$ cat src/miss_pkg.sv
package miss_pkg;

    ////////////////////////////////////////////////////////////
    // address and data widths
    ////////////////////////////////////////////////////////////

    localparam int ADDR_W      = 28;    // l2 request word address
    localparam int LINE_ADDR_W = 26;    // memory line address
    localparam int WORD_SEL_W  = 2;     // 128-bit word within a line
    localparam int LINE_W      = 512;
    localparam int WORD_W      = 128;

    localparam int L2_INDEX_W  = 9;
    localparam int L2_TAG_W    = 18;    // valid bit + 17 address bits
    localparam int L1_INDEX_W  = 8;
    localparam int L1_TAG_W    = 19;    // valid bit + 18 address bits

    ////////////////////////////////////////////////////////////
    // slice positions within the request address
    ////////////////////////////////////////////////////////////

    // line address starts right above the word select
    localparam int LINE_LSB    = WORD_SEL_W;

    // both indexes start at the line address lsb
    // tags sit above their index
    localparam int L2_TAG_LSB  = LINE_LSB + L2_INDEX_W;    // bit 11
    localparam int L1_TAG_LSB  = LINE_LSB + L1_INDEX_W;    // bit 10

    ////////////////////////////////////////////////////////////
    // sequencer states
    ////////////////////////////////////////////////////////////

    typedef enum logic [2:0] {
        IDLE      = 3'd0,
        WRITE_MEM = 3'd1,   // dirty victim going out
        READ_MEM  = 3'd2,   // missing line coming in
        FILL_L1   = 3'd3,   // single cycle word forward to l1
        FILL_L2   = 3'd4    // wait for l2 to take the line
    } miss_state_t;

endpackage

$ cat src/miss_req_if.sv
interface miss_req_if #(
    parameter int L2_WAYS = 4
);
    import miss_pkg::*;

    logic [LINE_ADDR_W-1:0]     line_addr;
    logic [WORD_SEL_W-1:0]      word_sel;
    logic [$clog2(L2_WAYS)-1:0] l2_way;     // way being refilled
    logic                       l1_way;     // 2-way l1, one bit
    logic                       to_icache;
    logic                       to_dcache;
    logic                       is_read;

    modport owner (
        output line_addr, word_sel, l2_way, l1_way,
        output to_icache, to_dcache, is_read
    );

    modport user (
        input  line_addr, word_sel, l2_way, l1_way,
        input  to_icache, to_dcache, is_read
    );

endinterface

$ cat src/miss_request_reg.sv
module miss_request_reg #(
    parameter int L2_WAYS = 4
) (
    input  logic                        clk,
    input  logic                        arst_n,
    input  logic                        accept,
    input  logic [miss_pkg::ADDR_W-1:0] l2_addr,
    input  logic [$clog2(L2_WAYS)-1:0]  l2_choose_way,
    input  logic                        l2_choose_l1,
    input  logic                        ic_en,
    input  logic                        dc_en,
    input  logic                        read_en,
    input  logic                        l2_cache_rw,    // 0 read, 1 write
    miss_req_if.owner                   req
);
    import miss_pkg::*;

    ////////////////////////////////////////////////////////////
    // request flags
    ////////////////////////////////////////////////////////////

    always_ff @(posedge clk or negedge arst_n) begin
        if (!arst_n) begin
            req.to_icache <= 1'b0;
            req.to_dcache <= 1'b0;
            req.is_read   <= 1'b0;
        end else if (accept) begin
            req.to_icache <= ic_en;
            req.to_dcache <= dc_en | read_en;   // either dcache request kind
            req.is_read   <= ~l2_cache_rw;
        end
    end

    ////////////////////////////////////////////////////////////
    // address and way choices
    ////////////////////////////////////////////////////////////

    always_ff @(posedge clk) begin
        if (accept) begin
            req.line_addr <= l2_addr[ADDR_W-1:LINE_LSB];
            req.word_sel  <= l2_addr[WORD_SEL_W-1:0];
            req.l2_way    <= l2_choose_way;
            req.l1_way    <= l2_choose_l1;
        end
    end

endmodule

$ cat src/flat_wrapper.sv
// flat-port wrapper written by rule: the top's interface ports become plain ports
module miss_request_reg_flat import miss_pkg::*;
#(
    parameter int L2_WAYS = 4
)
  (clk, arst_n, accept, l2_addr, l2_choose_way, l2_choose_l1, ic_en, dc_en, read_en, l2_cache_rw, req_line_addr, req_word_sel, req_l2_way, req_l1_way, req_to_icache, req_to_dcache, req_is_read);
  miss_req_if #(.L2_WAYS(L2_WAYS)) req_i ();
  input  logic clk;
  input  logic arst_n;
  input  logic accept;
  input  logic [miss_pkg::ADDR_W-1:0] l2_addr;
  input  logic [$clog2(L2_WAYS)-1:0] l2_choose_way;
  input  logic l2_choose_l1;
  input  logic ic_en;
  input  logic dc_en;
  input  logic read_en;
  input  logic l2_cache_rw;
  output wire logic [$bits(req_i.line_addr)-1:0] req_line_addr;
  output wire logic [$bits(req_i.word_sel)-1:0] req_word_sel;
  output wire logic [$bits(req_i.l2_way)-1:0] req_l2_way;
  output wire logic [$bits(req_i.l1_way)-1:0] req_l1_way;
  output wire logic [$bits(req_i.to_icache)-1:0] req_to_icache;
  output wire logic [$bits(req_i.to_dcache)-1:0] req_to_dcache;
  output wire logic [$bits(req_i.is_read)-1:0] req_is_read;
  assign req_line_addr = req_i.line_addr;
  assign req_word_sel = req_i.word_sel;
  assign req_l2_way = req_i.l2_way;
  assign req_l1_way = req_i.l1_way;
  assign req_to_icache = req_i.to_icache;
  assign req_to_dcache = req_i.to_dcache;
  assign req_is_read = req_i.is_read;
  miss_request_reg #(.L2_WAYS(L2_WAYS)) u_core (.clk(clk), .arst_n(arst_n), .accept(accept), .l2_addr(l2_addr), .l2_choose_way(l2_choose_way), .l2_choose_l1(l2_choose_l1), .ic_en(ic_en), .dc_en(dc_en), .read_en(read_en), .l2_cache_rw(l2_cache_rw), .req(req_i));
endmodule
$ cat config.mk
export PLATFORM = sky130hd
export DESIGN_NAME = miss_request_reg_flat
export DESIGN_NICKNAME = d
export VERILOG_FILES = /design/src/miss_pkg.sv /design/src/miss_req_if.sv /design/src/miss_request_reg.sv /design/src/flat_wrapper.sv
export SDC_FILE = /design/constraint.sdc
export NUM_CORES = 1
export LEC_CHECK = 0
export BUFFER_PORTS_ARGS = -buffer_cell sky130_fd_sc_hd__buf_4
export CORE_MARGIN = 4
export CORE_UTILIZATION = 39
export DETAILED_ROUTE_END_ITERATION = 6
export GPL_TIMING_DRIVEN = 0
export PLACE_DENSITY = 0.81
export SYNTH_ARGS = -nofsm -noshare
export SYNTH_HDL_FRONTEND = slang
export SYNTH_SLANG_ARGS = --single-unit
$ cat constraint.sdc
create_clock -name clk -period 0.8 [get_ports clk]
set_input_delay 0.08 -clock clk [delete_from_list [all_inputs] [get_ports clk]]
set_output_delay 0.08 -clock clk [all_outputs]
set_load 0.005 [all_outputs]
After elaboration in Yosys (flattened, before gate mapping):

Index checks and enable logic that the tools add are counted.

* bitwise operators: 2

Operator list (count)
* 1-bit NOT: 1
* 1-bit bitwise OR: 1

* bits in registers: 34
* input port bits: 38
* output and inout port bits: 34
* logic and storage cells: 9

Depth between registers and ports, before layout:

Gate-level depths: netlist of run 1.

* depth after elaboration: 1
* gate-level depth with buffers: 2
* gate-level depth less buffers: 2

Least setup slack after synthesis of run 1:

OpenSTA, ideal clock, no wires.

* kind: reg-to-reg
* start: reg, netlist name u_core.req.to_icache
* end: reg u_core.req.to_icache
* cell stages (with the launch flop): 2
* setup slack: 0.052 ns
* buffers on the path: 0
* library setup time: 0.125 ns
* arrival: 0.623 ns
* data required time: 0.675 ns
* period minus slack after synthesis: 0.748 ns
* cell sequence: dfrtp_1 -> mux2_4

RTL lines
* end signal, assigned: RTL line miss_request_reg.sv:28 `req.to_icache <= ic_en;`
* end, declared: RTL line miss_req_if.sv:16 `output to_icache, to_dcache, is_read`

Worst setup path in the final report of run 1:

* start: reg u_core.req.is_read
* end: out req_is_read

RTL lines
* start, declared: RTL line miss_req_if.sv:16
* start signal, assigned: RTL line miss_request_reg.sv:30 `req.is_read <= ~l2_cache_rw;`
* end, declared: RTL line flat_wrapper.sv:24 `output wire logic [$bits(req_i.is_read)-1:0] req_is_read;`

No word-level cell between the ends.

==> results.json, run 1 <==
{
  "drt_iter0_drcs": 25,
  "power.share.sequential": 0.567,
  "min-delay-path-class": "input port to async pin",
  "yosys_warnings": 0,
  "mappedNetlistArea_um2": 1040,
  "top_usage_layer": "met2",
  "netSwitchingPower_mw": 0.841,
  "layout_common_cells": "buf_4, dlygate4sd3_1, edfxtp_1, buf_6, clkbuf_4",
  "cp-end-kind": "output port",
  "first_global_vias": 987,
  "use_met3": 0.0821,
  "final.fill_count": 118,
  "cts_tree": "built",
  "grt_max_degree": 37,
  "crit_path_top_delay_cell": "dfrtp_1",
  "grt_antenna_before_repair": 0,
  "worst_path_top_cell_family_by_delay": "flip-flops",
  "fin_worst_skew_ns": 0,
  "path_max_fanout": 2,
  "clk_pin_slew_ns": 0.11,
  "synthCells": 40,
  "grt_total_ovfl": 0,
  "met1_usage": 0.210,
  "startpoint": "u_core.req.is_read$_DFFE_PN0P_",
  "mostFrequentLayoutCell": "buf_4",
  "worst-slew-pin-transition_ns": 0.479,
  "dieWidth_um": 59.7,
  "timing.final.setup_violations": 37,
  "reg2reg_slack_ns": -0.13,
  "synthDistinctLibCells": 5,
  "core_region_area_um2": 2520,
  "timing.critical_path.depth": 1,
  "cts_made_buffers": 5,
  "syn2layout_area_growth_pct": 106,
  "clock.fmax_mhz": 983,
  "power_density_nw_per_um2": 1780,
  "fin_ws_ns": -0.218,
  "power_switching_share": 0.220,
  "drive_above_1_share": 0.544,
  "slew_viol_final": 0,
  "critPathBufInv": 1,
  "dp.cells": 141,
  "failed_checks": "setup timing",
  "syn_avg_cell_area_um2": 26.1,
  "dpl-instance-area_um2": 1610,
  "worst-r2r-cell-count": 2,
  "antenna_cells_inserted": 0,
  "die-area_um2": 3560,
  "dp_worst_setup_slack_ns": -0.118,
  "rsz_0062_raised_after_global_routing": "true",
  "final_util": 0.849,
  "drcViolationCount": 0,
  "fp-row-count": 18,
  "critical_path_cell_by_cell": "buf_6",
  "synth_seq_area_share": 0.965,
  "finalHoldWorstSlack_ns": 0.0628,
  "maxSlewHeadroom": 0.681,
  "maximum_clock_insertion_buffer_count": 2,
  "ioPinCount": 72,
  "met2_usage": 0.340,
  "critPathKind": "register to output port",
  "postRouteWirelength_mm": 3.79,
  "gr-usage-all-layers": 0.196,
  "design.final.nets": 195,
  "portBuffers": 71,
  "detail_route.first_pass.iterations": 4,
  "element_type_at_the_critical_path_start": "register",
  "startpoint_of_the_lowest_slack_register_to_register_path": "u_core.req.to_icache$_DFFE_PN0P_",
  "worst-endpoint-required_ns": 0.72,
  "cts_max_level": 2,
  "drv_cap": 0,
  "r2r-end": "u_core.req.to_icache$_DFFE_PN0P_",
  "cellLeakagePower_nw": 0.917,
  "period_needed_ns": 1.02,
  "detailroute.via_count": 881,
  "global_route_wire_length_before_repair_mm": 4.82,
  "ctsRootBufferMaster": "clkbuf_4",
  "postSynthNetCount": 78,
  "chipHeight_um": 59.7,
  "ir_drop_v": 0.00167,
  "finalHoldViolations": 0,
  "worstSkewPairLatency_ns": 0.34,
  "finalInstanceArea_um2": 2140,
  "combPwrFrac": 0.176,
  "start_util": 0.413,
  "cp.arrival_ns": 0.94,
  "fin_cells": 188,
  "drtAntennaViolNets": 0,
  "cellInternalPower_mw": 2.98,
  "wl_per_cell_um": 20.2,
  "finalWeightedCongestion": 0.635,
  "vias_per_cell": 4.69,
  "fin_crit_sh": 1.27,
  "ys_seq_elements": 34,
  "clock_sink_count": 34,
  "critical_path.endpoint": "req_is_read",
  "worst_path_largest_cell_delay_ns": 0.45,
  "outcome": "finished, violations left",
  "p_clk_frac": 0.258
}
routing by layer:
layer,up-vias,part of all wire
met3,15,0.11
met5,-,0
li1,389,-
met1,412,0.34
met2,65,0.51
met4,0,0.041
worst min path at each step:
stage,from,to,cells after the start
2_1_floorplan,arst_n,u_core.req.is_read$_DFFE_PN0P_,0
3_3_place_gp,arst_n,u_core.req.to_dcache$_DFFE_PN0P_,1
3_5_place_dp,arst_n,u_core.req.to_dcache$_DFFE_PN0P_,1
4_1_cts,arst_n,u_core.req.to_dcache$_DFFE_PN0P_,2
5_1_grt,arst_n,u_core.req.is_read$_DFFE_PN0P_,2
6_report,arst_n,u_core.req.is_read$_DFFE_PN0P_,2
state kept, by name, indices dropped and copies added, names as in the netlist:
signal / flops
u_core.req.l2_way: 2
u_core.req.l1_way: 1
u_core.req.to_dcache: 1
u_core.req.word_sel: 2
u_core.req.is_read: 1
u_core.req.line_addr: 26
u_core.req.to_icache: 1
synth_stat cells:
cell | n | area share
a21oi_1 | 2 | 0.0096
dfrtp_1 | 3 | 0.072
edfxtp_1 | 31 | 0.89
mux2_4 | 1 | 0.014
nor2_1 | 3 | 0.011
what timing repair did:
item	in CTS	in global routing
setup buffers	2	2
setup endpoints to repair	34	36
hold buffers	36	0
endpoints found under the hold margin	37	0
pin swaps	1	1
resized for setup	6	17
final cells by class:
cell class | instances | area [um2] | area share
flip-flops and latches | 34 | 1010 | 0.470
repair buffers | 110 | 980 | 0.457
multi-input cells | 6 | 58.8 | 0.0275
clock buffers | 7 | 55.1 | 0.0257
well taps | 30 | 37.5 | 0.0175
clock inverters | 1 | 5.00 | 0.00234
kinds of logic (layout without fill, tap and decap cells):
logic type | after synthesis | after routing | synth area share
multiplexers | 1 | 1 | 0.0144
AND/OR/NAND/NOR | 3 | 3 | 0.0108
flip-flops | 34 | 34 | 0.965
AO/OA/AOI/OAI | 2 | 2 | 0.00960
buffers and inverters | 0 | 118 | 0
through the flow:
step                      TNS (ns)  power (mW)
after global routing         -6.47        3.97
after CTS                    -4.88        3.72
after global placement      -0.123        2.58
after detailed placement    -0.735        2.59
final                        -5.23        3.82
after floorplan                  0        2.21
power by group through the flow:
| stage | sequential, mW | combinational, mW | clock, mW |
|---|---|---|---|
| 2_1_floorplan | 2.19 | 0.0158 | 0 |
| 3_3_place_gp | 2.17 | 0.410 | 0 |
| 3_5_place_dp | 2.18 | 0.418 | 0 |
| 4_1_cts | 2.14 | 0.585 | 0.998 |
| 5_1_grt | 2.18 | 0.710 | 1.09 |
| 6_report | 2.17 | 0.671 | 0.984 |
Note: power is estimated with default switching activity, not from simulation.
==> run 2: changes to the inputs <==
--- a/config.mk
+++ b/config.mk
@@ -6,7 +6,6 @@
 export NUM_CORES = 1
 export LEC_CHECK = 0
 export BUFFER_PORTS_ARGS = -buffer_cell sky130_fd_sc_hd__buf_4
-export CORE_MARGIN = 4
 export CORE_UTILIZATION = 39
 export DETAILED_ROUTE_END_ITERATION = 6
 export GPL_TIMING_DRIVEN = 0
==> run 2 against run 1 <==
Net effect:
- the flow still finishes with violations (setup timing)
- register-to-register slack improved by 0.02 ns
- critical path depth unchanged
- utilization decreased by 1.6 points
- global-route usage increased by 0.73 points
- final area decreased by 2.8%
- sequential share of layout area increased by 1.4 points
- critical endpoint unchanged
==> results.json, run 2 (same netlist as run 1, synthesis figures left out) <==
{
  "multi_input_area_um2": 43.8,
  "portBuffers": 71,
  "cellLeakagePower_nw": 0.894,
  "reg2reg_slack_ns": -0.11,
  "crit_path_top_delay_cell": "dfrtp_1",
  "clk_pin_slew_ns": 0.11,
  "vias_per_cell": 4.53,
  "critical_path_cell_by_cell": "buf_6",
  "die-area_um2": 2880,
  "detailroute.via_count": 838,
  "maxSlewHeadroom": 0.705,
  "rsz_0062_raised_after_global_routing": "true",
  "drv_cap": 0,
  "final-seq-area_um2": 1010,
  "cp-end-kind": "output port",
  "startpoint_of_the_lowest_slack_register_to_register_path": "u_core.req.to_icache$_DFFE_PN0P_",
  "critPathBufInv": 1,
  "drive_above_1_share": 0.523,
  "drcViolationCount": 0,
  "cp.arrival_ns": 0.92,
  "ioPinCount": 72,
  "final_util": 0.833,
  "min-delay-path-class": "input port to async pin",
  "start_util": 0.417,
  "element_type_at_the_critical_path_start": "register",
  "outcome": "finished, violations left",
  "total_power_mw": 3.63,
  "dieWidth_um": 53.7,
  "postRouteWirelength_mm": 2.85,
  "worst_path_top_cell_family_by_delay": "flip-flops",
  "fin_crit_sh": 1.25,
  "grt_max_degree": 37,
  "antenna_cells_inserted": 0,
  "first_global_vias": 801,
  "fin_ws_ns": -0.200,
  "worst-endpoint-required_ns": 0.72,
  "largest_reg_flops": 26,
  "slew_viol_final": 0,
  "maximum_clock_insertion_buffer_count": 2,
  "power_density_nw_per_um2": 1750,
  "failed_checks": "setup timing",
  "detail_route.first_pass.iterations": 4,
  "clock_sink_count": 34,
  "wl_per_cell_um": 15.4,
  "r2r-end": "u_core.req.to_icache$_DFFE_PN0P_",
  "largestRegisters": "u_core.req.line_addr (26), u_core.req.l2_way (2), u_core.req.word_sel (2)",
  "period_needed_ns": 1.00,
  "worst-r2r-cell-count": 2,
  "gr-usage-all-layers": 0.203,
  "grt_antenna_before_repair": 0,
  "finalWeightedCongestion": 0.675,
  "fp-row-count": 18,
  "ir_drop_v": 0.00148,
  "worst-slew-pin-transition_ns": 0.442,
  "layout_common_cells": "buf_4, dlygate4sd3_1, edfxtp_1, buf_6, clkbuf_4",
  "drtAntennaViolNets": 0,
  "worst_path_largest_cell_delay_ns": 0.45,
  "regMostFlops": "u_core.req.line_addr",
  "clock.fmax_mhz": 1000,
  "design.final.nets": 192,
  "timing.critical_path.depth": 1,
  "finalHoldViolations": 0,
  "post-dp-hpwl_mm": 1.42,
  "worstSkewPairLatency_ns": 0.33,
  "fin_worst_skew_ns": 0,
  "path_max_fanout": 2,
  "cts_made_buffers": 5,
  "drt_iter0_drcs": 15,
  "chipHeight_um": 53.7,
  "final.fill_count": 109,
  "critPathKind": "register to output port",
  "cts_tree": "built",
  "grt_total_ovfl": 0,
  "global_route_wire_length_before_repair_mm": 3.82,
  "mostFrequentLayoutCell": "buf_4",
  "ctsRootBufferMaster": "clkbuf_4",
  "core_region_area_um2": 2500,
  "cts_max_level": 2,
  "syn2layout_area_growth_pct": 99.8,
  "timing.final.setup_violations": 37
}
run 2: changes by cell type in the layout (fill, tap and decap cells not counted), sizes merged:
cell,change
clkbuf,-1
buf,-1
clkinv,+1
dlygate4sd3,-2
run 2: final cells by class:
cell class,count,area share
sequential,34,0.483
clock inverter,2,0.00421
clock buffer,6,0.0198
timing repair buffer,107,0.454
multi-input combinational,6,0.0210
tap,30,0.0180
run 2: how the worst max path moves through the flow:
stage                                           startpoint                               end  slack, ns
final                       u_core.req.is_read$_DFFE_PN0P_                       req_is_read      -0.20
after global routing        u_core.req.is_read$_DFFE_PN0P_                       req_is_read      -0.23
after CTS                   u_core.req.l2_way[1]$_DFFE_PP_                     req_l2_way[1]      -0.15
after detailed placement                            accept  u_core.req.to_icache$_DFFE_PN0P_      -0.13
after global placement                              accept  u_core.req.to_icache$_DFFE_PN0P_       -0.1
after floorplan           u_core.req.to_icache$_DFFE_PN0P_  u_core.req.to_icache$_DFFE_PN0P_       0.05
run 2: per-layer routing:
layer	vias up	wire length, um	track usage
li1	384	-	-
met1	393	1100	0.222
met2	59	1440	0.352
met3	2	288	0.0876
met4	0	16	0.0658
met5	-	0	0
run 2: per-stage QoR:
step           instance area, um2  cells  worst slack [ns]  hold WS (ns)  TNS (ns)
2_1_floorplan                1040     40            0.0517        -0.216         0
3_3_place_gp                 1610    141           -0.0998        -0.130    -0.100
3_5_place_dp                 1610    141            -0.130        -0.130    -0.874
4_1_cts                      2020    184            -0.146        0.0314     -4.44
5_1_grt                      2080    185            -0.234        0.0425     -6.38
6_report                     2080    185            -0.200        0.0778     -4.62
run 2: power breakdown:
group	leakage (nW)	switching (mW)	total, mW	internal [mW]
clock network	0.0297	0.528	0.858	0.330
registers	0.336	0.0635	2.16	2.10
logic	0.528	0.182	0.617	0.435
run 2: repair_timing:
action	CTS	global route
buffers inserted	1	1
hold buffers	34	0
endpoints found under the setup margin	34	35
resized for setup	3	14
hold endpoints to repair	36	0
==> run 3: changes to the inputs <==
--- a/config.mk
+++ b/config.mk
@@ -9,7 +9,9 @@
 export CORE_UTILIZATION = 39
 export DETAILED_ROUTE_END_ITERATION = 6
 export GPL_TIMING_DRIVEN = 0
+export HOLD_SLACK_MARGIN = 0.03
 export PLACE_DENSITY = 0.81
+export SETUP_SLACK_MARGIN = 0.2
 export SYNTH_ARGS = -nofsm -noshare
 export SYNTH_HDL_FRONTEND = slang
 export SYNTH_SLANG_ARGS = --single-unit
==> run 3 against run 2 <==
Net effect:
- the flow finishes with violations (hold timing, setup timing)
- clock skew unchanged
- highest routed layer unchanged
- final area shrank 16%
- largest power group unchanged
- sequential share of layout area up 9.5 points
- largest cell class unchanged
==> results.json, run 3 (same netlist as run 1, synthesis figures left out) <==
{
  "outcome": "finished, violations left",
  "failed_checks": "hold timing, setup timing",
  "use_met3": 0.107,
  "gr-usage-all-layers": 0.152,
  "fin_crit_sh": 1.16,
  "antenna_cells_inserted": 0,
  "vias_per_cell": 4.57,
  "reg2reg_slack_ns": 0.02,
  "timing.final.setup_violations": 34,
  "die-area_um2": 2880,
  "fp-row-count": 18,
  "finalHoldViolations": 33,
  "postRouteWirelength_mm": 1.96,
  "post_cts_buffers": 0,
  "worst_path_largest_cell_delay_ns": 0.41,
  "global_route_wire_length_before_repair_mm": 2.87,
  "power_density_nw_per_um2": 2150,
  "wl_per_cell_um": 13.1,
  "rsz_0062_raised_after_global_routing": "true",
  "cp-end-kind": "output port",
  "drive_above_1_share": 0.650,
  "cp.arrival_ns": 0.85,
  "clock.fmax_mhz": 1080,
  "portBuffers": 71,
  "critical_path_cell_by_cell": "buf_6",
  "cts-hold-fix-buffers": 1,
  "total_power_mw": 3.74,
  "drt_iter0_drcs": 5,
  "cts_max_level": 2,
  "min-delay-path-class": "input port to register",
  "chipHeight_um": 53.7,
  "grt_total_ovfl": 0,
  "finalWeightedCongestion": 0.660,
  "path_max_fanout": 1,
  "start_util": 0.417,
  "grt_max_degree": 37,
  "drv_cap": 0,
  "worst-slew-pin-transition_ns": 0.429,
  "worst-endpoint-required_ns": 0.72,
  "fin_ws_ns": -0.130,
  "syn2layout_area_growth_pct": 66.9,
  "mostFrequentLayoutCell": "buf_4",
  "r2r-end": "u_core.req.to_icache$_DFFE_PN0P_",
  "slew_viol_final": 0,
  "post-dp-hpwl_mm": 1.43,
  "cellLeakagePower_nw": 0.751,
  "first_global_vias": 704,
  "cts_made_buffers": 5,
  "detailroute.via_count": 685,
  "worstSkewPairLatency_ns": 0.31,
  "top_usage_layer": "met2",
  "element_type_at_the_critical_path_start": "register",
  "maxSlewHeadroom": 0.714,
  "met2_usage": 0.247,
  "worst-r2r-cell-count": 1,
  "largest_reg_flops": 26,
  "critical_path.endpoint": "req_line_addr[3]",
  "regMostFlops": "u_core.req.line_addr",
  "worst_path_top_cell_family_by_delay": "flip-flops",
  "dieWidth_um": 53.7,
  "layout_common_cells": "buf_4, edfxtp_1, buf_6, clkbuf_4",
  "crit_path_top_delay_cell": "edfxtp_1",
  "drtAntennaViolNets": 0,
  "timing.critical_path.depth": 1,
  "design.final.nets": 157,
  "critPathBufInv": 1,
  "ir_drop_v": 0.00176,
  "core_region_area_um2": 2500,
  "startpoint": "u_core.req.line_addr[3]$_DFFE_PP_",
  "met1_usage": 0.130,
  "period_needed_ns": 0.930,
  "ioPinCount": 72,
  "cts_tree": "built",
  "startpoint_of_the_lowest_slack_register_to_register_path": "u_core.req.to_icache$_DFFE_PN0P_",
  "maximum_clock_insertion_buffer_count": 2,
  "grt_antenna_before_repair": 0,
  "critPathKind": "register to output port",
  "clock_sink_count": 34,
  "finalHoldWorstSlack_ns": -0.0646,
  "drcViolationCount": 0,
  "largestRegisters": "u_core.req.line_addr (26), u_core.req.l2_way (2), u_core.req.word_sel (2)",
  "clk_pin_slew_ns": 0.09,
  "ctsRootBufferMaster": "clkbuf_4",
  "fin_worst_skew_ns": 0,
  "detail_route.first_pass.iterations": 3
}
==> run 3: changes by cell type in the layout (fill, tap and decap cells not counted), sizes merged <==
| cell | delta |
|---|---|
| clkinv | -2 |
| dlygate4sd3 | -33 |
| clkbuf | +1 |
| buf | -2 |
| bufinv | +1 |
==> run 3: how the worst min path moves through the flow <==
stage	start	to	depth (start not counted)
final	l2_addr[27]	u_core.req.line_addr[25]$_DFFE_PP_	1
after floorplan	arst_n	u_core.req.is_read$_DFFE_PN0P_	0
after global routing	l2_addr[0]	u_core.req.word_sel[0]$_DFFE_PP_	1
after global placement	arst_n	u_core.req.to_dcache$_DFFE_PN0P_	1
after CTS	l2_cache_rw	u_core.req.is_read$_DFFE_PN0P_	2
after detailed placement	arst_n	u_core.req.to_dcache$_DFFE_PN0P_	1
==> run 3: cell type report <==
class	count	area (um2)
Timing Repair Buffer	72	584
Fill cell	183	761
Clock buffer	7	45.0
Multi-Input combinational cell	6	36.3
Clock inverter	1	30.0
Tap cell	30	37.5
Sequential cell	34	1010
==> run 3: layer usage <==
metal | vias to the layer above | wire length, um
met1 | 312 | 629
li1 | 315 | -
met5 | - | 0
met4 | 0 | 34
met3 | 4 | 334
met2 | 54 | 966
==> run 3: power by group <==
part | internal (mW) | switching (mW) | leakage [nW]
Combinational | 0.308 | 0.132 | 0.376
Clock | 0.663 | 0.490 | 0.0395
Sequential | 2.09 | 0.0500 | 0.336
Total | 3.07 | 0.672 | 0.751
==> run 3: timing repair <==
| item | CTS | global route |
|---|---|---|
| endpoints found under the hold margin | 37 | 33 |
| gates resized for setup | 3 | 8 |
| setup endpoints to repair | 37 | 37 |
| gates cloned | 0 | 0 |
==> run 3: stage by stage <==
step | cells | setup WS (ns) | utilization | instance area (um2) | setup TNS [ns]
after floorplan | 40 | 0.0517 | - | 1040 | 0
after global routing | 150 | -0.187 | 0.696 | 1740 | -5.21
final | 150 | -0.130 | 0.696 | 1740 | -3.64
after CTS | 150 | -0.160 | 0.684 | 1710 | -4.58
after detailed placement | 141 | -0.117 | 0.645 | 1610 | -0.605
after global placement | 141 | -0.0960 | 0.645 | 1610 | -0.0960
